<file path="src/rtl/cache_cfg_pkg.sv">
package cache_cfg_pkg;

    // default cache geometry.
    localparam int ways_dflt = 2;
    localparam int sets_dflt = 64;
    localparam int line_words_dflt = 4; // 32-bit words per line.

    // axi defaults.
    localparam int addr_len_dflt = 32;
    localparam int id_len_dflt = 2;

    // derived widths.
    localparam int word_idx_w = $clog2(sets_dflt * line_words_dflt);
    localparam int way_w = (ways_dflt > 1) ? $clog2(ways_dflt) : 1;

    // lines per bank and bank count are fixed by the word index lsb.
    localparam int banks = 2;

endpackage

</file>
<file path="src/rtl/cache_types_pkg.sv">
package cache_types_pkg;

    import cache_cfg_pkg::*;

    // one write into the data array, from the core or the fill engine.
    typedef struct packed {
        logic ce;
        logic [3:0] wm;                 // byte mask within the word.
        logic [way_w-1:0] way;
        logic [word_idx_w-1:0] word_idx;
        logic [31:0] data;
    } cache_wr_t;

    // one read of all ways at a word index.
    typedef struct packed {
        logic re;
        logic [word_idx_w-1:0] word_idx;
    } cache_rd_t;

    // line fetch request, valid and ready travel beside it.
    typedef struct packed {
        logic [addr_len_dflt-1:0] line_addr; // byte address of line base.
        logic [way_w-1:0] way;
    } fill_req_t;

    // bank of a word index.
    function automatic logic [$clog2(banks)-1:0] bank_of(
        input logic [word_idx_w-1:0] word_idx
    );
        return word_idx[$clog2(banks)-1:0];
    endfunction

endpackage

</file>
<file path="src/rtl/line_fill_ctrl.sv">
`timescale 1ns/100ps

module line_fill_ctrl
    import cache_types_pkg::*;
#(
    parameter int line_words = 4,
    parameter int addr_len = 32,
    parameter int id_len = 2,
    parameter int word_idx_w = 8,
    parameter int way_w = 1
) (
    input  logic                clk,
    input  logic                rst,

    // fill request.
    input  logic                fill_req_valid,
    input  fill_req_t           fill_req,
    output logic                fill_req_ready,
    output logic                fill_done,

    // write into the data array.
    output cache_wr_t           fill_wr,

    // axi read address.
    output logic [id_len-1:0]   arid,
    output logic [addr_len-1:0] araddr,
    output logic [7:0]          arlen,
    output logic [2:0]          arsize,
    output logic [1:0]          arburst,
    output logic                arvalid,
    input  logic                arready,

    // axi read data.
    output logic                rready,
    input  logic [31:0]         rdata,
    input  logic                rlast,
    input  logic                rvalid
);

    localparam int beat_w = (line_words > 1) ? $clog2(line_words) : 1;
    localparam logic [2:0] size_word = 3'd2;
    localparam logic [1:0] burst_incr = 2'b01;

    typedef enum logic [1:0] {
        st_idle,
        st_addr,
        st_data
    } state_t;

    state_t state;
    logic [addr_len-1:0] line_addr_q;
    logic [way_w-1:0] way_q;
    logic [beat_w-1:0] beat;
    logic [word_idx_w-1:0] base_idx;
    logic beat_ok;

    assign fill_req_ready = (state == st_idle);
    assign beat_ok = (state == st_data) && rvalid;

    always_ff @(posedge clk) begin
        if (rst) begin
            state <= st_idle;
            beat <= '0;
        end else begin
            case (state)
                st_idle: if (fill_req_valid) state <= st_addr;
                st_addr: if (arready) begin
                    state <= st_data;
                    beat <= '0;
                end
                st_data: if (rvalid) begin
                    beat <= beat + 1'b1;
                    if (rlast) state <= st_idle; // early rlast also ends it.
                end
                default: state <= st_idle;
            endcase
        end
    end

    always_ff @(posedge clk) begin
        if (fill_req_valid && fill_req_ready) begin
            line_addr_q <= fill_req.line_addr;
            way_q <= fill_req.way;
        end
    end

    assign arid = '0;
    assign araddr = line_addr_q;
    assign arlen = 8'(line_words - 1);
    assign arsize = size_word;
    assign arburst = burst_incr;
    assign arvalid = (state == st_addr);
    assign rready = (state == st_data);

    // word index of the line base.
    assign base_idx = line_addr_q[2 +: word_idx_w];

    always_comb begin
        fill_wr.ce = beat_ok;
        fill_wr.wm = 4'hf;
        fill_wr.way = way_q;
        fill_wr.word_idx = base_idx + word_idx_w'(beat);
        fill_wr.data = rdata;
    end

    assign fill_done = beat_ok && rlast;

endmodule

</file>
<file path="config.mk">
export PLATFORM = sky130hd
export DESIGN_NAME = line_fill_ctrl
export DESIGN_NICKNAME = d
export VERILOG_FILES = /design/src/rtl/cache_cfg_pkg.sv /design/src/rtl/cache_types_pkg.sv /design/src/rtl/line_fill_ctrl.sv
export SDC_FILE = /design/constraint.sdc
export NUM_CORES = 1
export LEC_CHECK = 0
export ABC_AREA = 1
export BUFFER_PORTS_ARGS = -buffer_cell sky130_fd_sc_hd__buf_2
export CAP_MARGIN = 40
export CORE_UTILIZATION = 25
export DETAILED_ROUTE_END_ITERATION = 7
export GPL_TIMING_DRIVEN = 0
export SYNTH_ARGS = -nofsm -noshare
export SYNTH_HDL_FRONTEND = slang
export SYNTH_SLANG_ARGS = --single-unit
</file>
<file path="constraint.sdc">
create_clock -name clk -period 4.3 [get_ports clk]
set_input_delay 0.215 -clock clk [delete_from_list [all_inputs] [get_ports clk]]
set_output_delay 0.215 -clock clk [all_outputs]
set_load 0.005 [all_outputs]
</file>
After elaboration in Yosys (flattened, before gate mapping)
Index checks and enable logic that the tools add are counted.
- add/sub/neg operators: 2
- equal/unequal tests: 6
- muxes and demuxes: 8
- reductions and logical operators: 7
- operator list (operator ; number):
    $mux W2 ; 6
    $add A8 B2 Y8 ; 1
    $ne A2 B1 Y1 const B ; 3
    $pmux W2 S3 ; 1
    $pmux W2 S2 ; 1
    $reduce_and A4 Y1 ; 1
    $logic_and A1 B1 Y1 ; 3
    $reduce_and A3 Y1 ; 1
    $add A2 B1 Y2 const B ; 1
    $eq A2 B1 Y1 const B ; 1
    $eq A2 B2 Y1 const B ; 1
    $logic_not A2 Y1 ; 1
    $ne A2 B2 Y1 const B ; 1
    $reduce_bool A2 Y1 ; 1
- flip-flop bits (word level): 37
- output and inout bits: 97
- word-level logic and storage cells: 27

Longest topological paths before layout
Gate-level depths: netlist of run 1.
- depth after elaboration: 3
- depth in mapped cells: 7
- gate-level depth less buffers: 7

Least setup slack after synthesis of run 1
Ideal clock, no wire load.
- path type: reg-to-reg
- from: register state[0]
- to: register line_addr_q[0], in the netlist araddr[0], enable pin
- library setup time: 388 ps
- data arrival time: 1229 ps
- required time: 3912 ps
- slack: 2684 ps
- cell stages (with the launch flop): 4
- buffers on the path: 0
- cell sequence: dfxtp_1 -> nor2_1 -> nand2_1 -> inv_1
- cells in the longest elaborated chain, start to end: 2
- ends and longest elaborated chain (what ; RTL line ; source):
    start: declaration ; line_fill_ctrl.sv:50 ; state_t state;
    start signal: assignment ; line_fill_ctrl.sv:62 ; state <= st_idle;
    start signal: assignment ; line_fill_ctrl.sv:66 ; st_idle: if (fill_req_valid) state <= st_addr;
    start signal: assignment ; line_fill_ctrl.sv:68 ; state <= st_data;
    $logic_not A2 Y1 ; line_fill_ctrl.sv:57 ; assign fill_req_ready = (state == st_idle);
    via fill_req_ready ; line_fill_ctrl.sv:18 ; output logic fill_req_ready,
    $logic_and A1 B1 Y1 ; line_fill_ctrl.sv:81 ; if (fill_req_valid && fill_req_ready) begin
    end signal: assignment ; line_fill_ctrl.sv:82 ; line_addr_q <= fill_req.line_addr;
    end: declaration ; line_fill_ctrl.sv:51 ; logic [addr_len-1:0] line_addr_q;
The timed path passes the listed nets, and every way through them passes these cells.
A chain may end at the register's enable or synchronous reset.

==> flow_metrics.env, run 1 <==
export IMPL_status="completed"
export IMPL_grt_pass1_vias=1139
export IMPL_power_frac_seq_pct=47.2
export IMPL_cts_setup_buffers=0
export IMPL_cp_required_ns=4.09
export IMPL_clk_path_buf_depth=2
export IMPL_synthCells=148
export IMPL_maxCapViolations=0
export IMPL_htree_levels=2
export IMPL_finalHoldViolations=0
export IMPL_synth_cell_types=20
export IMPL_cpMaxStageDelayCell="fa_1"
export IMPL_maxSlewViolCount=0
export IMPL_hp_class="input pin to flip-flop"
export IMPL_final_antenna_net_count=0
export IMPL_cts_repair_resized=0
export IMPL_p_sw_share_pct=19.9
export IMPL_fin_setup_tns_ns=0
export IMPL_cts_hold_buf=0
export IMPL_die_h_um=86.5
export IMPL_cts_tree="done"
export IMPL_fin_skew_ns=0.00392
export IMPL_routed_wl_mm=3.51
export IMPL_power_total_w=0.000913
export IMPL_critical_path_class="flip-flop to primary output"
export IMPL_slew_headroom_pct=62.4
export IMPL_cp_buffers_inverters=1
export IMPL_core_area_um2=6830
export IMPL_regArea_um2=1070
export IMPL_clk_latency_ns=0.28
export IMPL_ys_ff_latch=37
export IMPL_crit_path_start_kind="flip-flop"
export IMPL_viasPerCell=3.60
export IMPL_rows=30
export IMPL_path_clk_slew_ns=0.07
export IMPL_vias=1390
export IMPL_crit_path_end_kind="primary output"
export IMPL_yosysTopAreaCell="edfxtp_1"
export IMPL_cts_root_buf="clkbuf_8"
export IMPL_setup_viol=0
export IMPL_combinationalPowerShare_pct=14.9
export IMPL_worst_pin_slew_ns=0.563
export IMPL_critical_path_max_stage_delay_ns=0.42
export IMPL_cts_sinks=37
export IMPL_area_growth_pct=51.8
export IMPL_synth_top_area_share_pct=55.5
export IMPL_whs_ns=0.102
export IMPL_crit_family="adder cells"
export IMPL_layout_drive_gt1_share_pct=63.4
export IMPL_arrival_ns=1.83
export IMPL_grt_max_degree=23
export IMPL_grt_overflow=0
export IMPL_fin_nets=363
export IMPL_dieArea_um2=7490
export IMPL_grt_pass1_wl_mm=4.86
export IMPL_ir_drop_mv=0.324
export IMPL_clock_fmax_mhz=489
export IMPL_fin_crit_ns=2.04
export IMPL_pwr_density_cell_nw_per_um2=336
export IMPL_r2r_slack_ns=2.80
export IMPL_pwr_share_clk_pct=37.9
export IMPL_synth_seq_area_share_pct=59.9
export IMPL_synth_area_leaders="edfxtp_1 (55%), buf_4 (22%), dfxtp_1 (4.5%)"
export IMPL_place_congestion=0.730
export IMPL_critPathMaxFanout=2
export IMPL_internal_power_w=0.000731
export IMPL_ys_warn_count=0
export IMPL_die_w_um=86.5
export IMPL_cts_inserted_buffers=5
export IMPL_drt_first_pass_iters=2
export IMPL_antenna_found_initial=0
export IMPL_crit_path_cell_trace="ha_1 -> fa_1 -> nand3_1 -> nor3_2 -> xor2_1 -> buf_2"
export IMPL_rsz0062_at_grt="false"
export IMPL_hpwl_mm=3.02
export IMPL_ios=168
export IMPL_start_util_pct=26.2
export IMPL_netlist_area_um2=1790
export IMPL_grt_use_total_pct=8.68
export IMPL_multi_input_area_um2=333
export IMPL_drt_iter0_drc=6
export IMPL_fillCellCount=678
export IMPL_port_buffers=116
export IMPL_diodes=0
export IMPL_power_leakage_nw=1.39
export IMPL_period_share_pct=47.6
export IMPL_syn_avg_cell_area_um2=12.1
export IMPL_netSwitchingPower_w=0.000182
export IMPL_drc=0
export IMPL_post_drt_wl_per_cell_um=9.08
## flip-flops by register name, summed over array words and instances, names as in the netlist
name and flops:
araddr 32, way_q 1, beat 2, state 2
## placed cells by master, fill, tap and decap left out, drive strengths merged
cell type and n:
nor3 1, ha 2, edfxtp 33, clkinv 1, dfxtp 4, a21oi 4
inv 13, o21ai 1, clkbuf 5, bufinv 2, nand2 18, conb 19
buf 170, and2 1, nor2 6, nand3 4, xor2 5, fa 1
## power groups by stage
stage / registers, W / logic (W) / clock network (W)
2_1_floorplan: 0.000442 / 0.0000636 / 0
3_3_place_gp: 0.000439 / 0.000131 / 0
3_5_place_dp: 0.000439 / 0.000137 / 0
4_1_cts: 0.000431 / 0.000137 / 0.000355
5_1_grt: 0.000433 / 0.000150 / 0.000368
6_report: 0.000431 / 0.000136 / 0.000346
## cell families (layout without fill, tap and decap cells)
logic type / after synthesis / in the layout / share of synthesized area [%]
AOI/OAI and AO/OA: 5 / 5 / 1.61
and+or+nand+nor: 30 / 30 / 8.05
buffers and inverters: 66 / 191 / 25.0
other: 2 / 19 / 0.420
xor gates and xnor gates: 5 / 5 / 2.45
DFF: 37 / 37 / 59.9
adders and majority gates: 3 / 3 / 2.52
## Yosys cell counts
cell / instances
a21oi_1: 3
a21oi_2: 1
and2_1: 1
buf_4: 53
conb_1: 2
dfxtp_1: 4
edfxtp_1: 33
fa_1: 1
ha_1: 2
inv_1: 12
inv_2: 1
nand2_1: 16
nand2_2: 1
nand2_4: 1
nand3_1: 4
nor2_1: 5
nor2_4: 1
nor3_2: 1
o21ai_0: 1
xor2_1: 5
## metrics by stage
step           utilization (%)  worst slack, ns  instances  area (um2)
2_1_floorplan                -             2.68        165        1850
3_3_place_gp              37.3             2.45        377        2550
3_5_place_dp              37.7             2.53        378        2580
4_1_cts                   39.7             2.21        386        2710
5_1_grt                   39.7             2.16        386        2710
6_report                  39.7             2.26        386        2710
## layer usage
metal	up-vias	GRT usage (%)	wire length, um
met5	-	0	0
met4	0	4.09	54
met3	6	5.24	615
met2	120	15.7	1660
met1	578	7.61	1180
li1	686	-	-
## area by class of cell
| type | instances | area share (%) |
|---|---|---|
| Buffer | 53 | 14.7 |
| Clock buffer | 5 | 2.54 |
| Clock inverter | 3 | 2.40 |
| Inverter | 13 | 1.80 |
| Multi-Input combinational cell | 62 | 12.3 |
| Sequential cell | 37 | 39.5 |
| Tap cell | 96 | 4.43 |
| Timing Repair Buffer | 117 | 22.4 |
## worst paths after layout
kind                                    from     endpoint  cells after the start
worst max register to register      state[0]   araddr[23]                      4
worst min-delay path            fill_req[30]   araddr[29]                      1
worst max-delay path               araddr[2]  fill_wr[38]                      6
worst min register to register       beat[0]      beat[0]                      2
No activity file was read; power rests on OpenSTA's default activity.
==> run 2: changes to the inputs <==
--- a/config.mk
+++ b/config.mk
@@ -5,7 +5,7 @@
 export SDC_FILE = /design/constraint.sdc
 export NUM_CORES = 1
 export LEC_CHECK = 0
-export ABC_AREA = 1
+export ABC_AREA = 0
 export BUFFER_PORTS_ARGS = -buffer_cell sky130_fd_sc_hd__buf_2
 export CAP_MARGIN = 40
 export CORE_UTILIZATION = 25
==> constraint.sdc (replaced) <==
create_clock -name clk -period 1.95 [get_ports clk]
set_input_delay 0.0975 -clock clk [delete_from_list [all_inputs] [get_ports clk]]
set_output_delay 0.0975 -clock clk [all_outputs]
set_load 0.005 [all_outputs]
==> run 2 against run 1 <==
Against the previous run: non-clock buffer count up 33; largest power group unchanged; combinational power up 150%; die area down 2.8%; synthesized area fell by 2.9%; routed wire length grew 21%; highest routed layer unchanged; global-route usage rose by 2.2 points; design area grew 8.0%; sequential power grew 120%; register-to-register slack worse by 2.4 ns; first-iteration DRC count increased to 4.8 times the previous value.
==> flow_metrics.env, run 2 <==
export IMPL_vias=1473
export IMPL_core_area_um2=6530
export IMPL_cp_required_ns=1.85
export IMPL_hp_class="input pin to flip-flop"
export IMPL_final_cell_mix="buf_2 (116), buf_4 (53), dlygate4sd3_1 (34)"
export IMPL_crit_path_start_kind="flip-flop"
export IMPL_grt_max_degree=34
export IMPL_rows=29
export IMPL_highest_layer="met4"
export IMPL_clk_latency_ns=0.28
export IMPL_wirelength_met1_mm=1.50
export IMPL_critical_path_max_stage_delay_ns=0.41
export IMPL_ios=168
export IMPL_cpMaxStageDelayCell="edfxtp_1"
export IMPL_cts_sinks=37
export IMPL_post_dp_cell_area_um2=2480
export IMPL_cts_inserted_buffers=5
export IMPL_synth_top_area_share_pct=57.1
export IMPL_grt_overflow=0
export IMPL_critPathMaxFanout=3
export IMPL_crit_path_cell_trace="ha_1 -> fa_2 -> nand3_1 -> xnor2_1 -> buf_2"
export IMPL_pwr_density_cell_nw_per_um2=660
export IMPL_power_total_w=0.00193
export IMPL_arrival_ns=1.69
export IMPL_ir_drop_mv=0.539
export IMPL_synth_commonest_cells="buf_4 (53), edfxtp_1 (33), xnor2_1 (5)"
export IMPL_whs_ns=0.0940
export IMPL_rsz0062_at_grt="false"
export IMPL_syn_avg_cell_area_um2=13.6
export IMPL_ys_ff_latch=37
export IMPL_die_w_um=85.3
export IMPL_multi_input_area_um2=327
export IMPL_power_leakage_nw=1.44
export IMPL_maxCapViolations=0
export IMPL_cts_setup_buffers=0
export IMPL_fin_nets=376
export IMPL_viasPerCell=3.88
export IMPL_regArea_um2=1070
export IMPL_setup_viol=0
export IMPL_start_util_pct=26.6
export IMPL_fin_crit_ns=1.78
export IMPL_synth_seq_area_share_pct=61.7
export IMPL_htree_levels=2
export IMPL_fillCellCount=584
export IMPL_final_antenna_net_count=0
export IMPL_period_share_pct=91.5
export IMPL_port_buffers=116
export IMPL_worst_pin_slew_ns=0.747
export IMPL_status="completed"
export IMPL_synth_edff_count=33
export IMPL_drt_iter0_drc=29
export IMPL_slew_headroom_pct=50.2
export IMPL_antenna_found_initial=0
export IMPL_synthCells=128
export IMPL_utilization_pct=44.9
export IMPL_layout_drive_gt1_share_pct=59.1
export IMPL_min_path_cells=4
export IMPL_synth_area_leaders="edfxtp_1 (57%), buf_4 (23%), dfxtp_1 (4.6%)"
export IMPL_grt_pass1_wl_mm=6.04
export IMPL_maxSlewViolCount=0
export IMPL_final_common_cell="buf_2"
export IMPL_synth_ff_type="edfxtp_1"
export IMPL_largest_reg_flops=32
export IMPL_drt_first_pass_iters=4
export IMPL_crit_path_end_kind="primary output"
export IMPL_synth_cell_types=25
export IMPL_diodes=0
export IMPL_path_clk_slew_ns=0.07
export IMPL_grt_pass1_vias=1354
export IMPL_routed_wl_met3_um=615
export IMPL_area_growth_pct=68.9
export IMPL_async_flop_share_pct=0
export IMPL_yosysMostFrequentCell="buf_4"
export IMPL_finalHoldViolations=0
export IMPL_cts_tree="done"
export IMPL_worstRegToRegCells=2
export IMPL_hpwl_mm=2.89
export IMPL_die_h_um=85.3
export IMPL_dieArea_um2=7280
export IMPL_routed_wl_mm=4.25
export IMPL_yosysTopAreaCell="edfxtp_1"
export IMPL_final_area_um2=2930
export IMPL_clk_path_buf_depth=2
export IMPL_grt_use_total_pct=10.9
export IMPL_netlist_area_um2=1740
export IMPL_ys_warn_count=0
export IMPL_drc=0
export IMPL_cts_root_buf="clkbuf_8"
export IMPL_critical_path_class="flip-flop to primary output"
export IMPL_post_drt_wl_per_cell_um=11.2
export IMPL_clock_fmax_mhz=560
export IMPL_place_congestion=0.686
export IMPL_met2_length_mm=2.11
export IMPL_fin_skew_ns=0.00410
run 2: cell count changes in the layout (fill, tap and decap cells not counted), moves of 2 or more:
cell	delta
dlygate4sd3_1	+34
nand2_1	-12
inv_1	-10
xnor2_1	+5
a21oi_1	-2
nand3_1	-2
nand3b_1	+2
nor2_1	-2
xor2_1	-2
run 2: through the flow:
step           TNS, ns  setup slack, ns  instances
2_1_floorplan        0            0.219        145
3_3_place_gp     -3.48           -0.107        338
3_5_place_dp         0            0.379        338
4_1_cts              0           0.0574        380
5_1_grt              0           0.0708        380
6_report             0            0.166        380
run 2: final timing paths:
path / startpoint / endpoint / slack, ns
min reg2reg: beat[0] / beat[0] / 0.55
min: rlast / state[1] / 0.09
max: araddr[2] / fill_wr[36] / 0.17
max reg2reg: state[1] / araddr[6] / 0.41
run 2: metal layers:
layer | global-route usage, % | vias up
li1 | - | 709
met1 | 10.7 | 640
met2 | 20.3 | 122
met3 | 4.67 | 2
met4 | 4.09 | 0
met5 | 0 | -
run 2: power by group:
part | internal, W | switching (W) | leakage [nW]
clock | 0.000376 | 0.000271 | 0.0518
sequential | 0.000926 | 0.0000265 | 0.348
combinational | 0.000212 | 0.000122 | 1.04
run 2: timing repair:
action                                 in CTS  in global routing
setup endpoints to repair                   0                  1
gates resized for setup                     0                  1
endpoints found under the hold margin      35                  0
hold buffers                               34                  0
run 2: critical path: cells and delay by family, from the launching register on:
| family | cells | cell delay, ns |
|---|---|---|
| simple gates | 1 | 0.10 |
| xor+xnor | 1 | 0.12 |
| buf+inv | 1 | 0.14 |
| fa+ha+maj | 2 | 0.64 |
| flops | 1 | 0.41 |
run 2: final cells by class:
class	count	area share, %
Inverter	2	0.256
Sequential cell	37	36.6
Buffer	53	13.6
Timing Repair Buffer	150	31.4
Clock buffer	5	2.35
Tap cell	77	3.29
Multi-Input combinational cell	53	11.1
Clock inverter	3	1.41
run 2: kinds of logic (layout without fill, tap and decap cells):
logic type | count (synthesis) | in the layout | synth area share, %
flip-flops | 37 | 37 | 61.7
multiplexers | 1 | 1 | 0.577
AO/OA/AOI/OAI | 2 | 2 | 0.721
other | 2 | 19 | 0.433
AND/OR/NAND/NOR | 20 | 20 | 6.56
buffers and inverters | 55 | 213 | 23.4
XOR/XNOR | 8 | 8 | 4.04
adder cells (fa/ha/maj) | 3 | 3 | 2.60
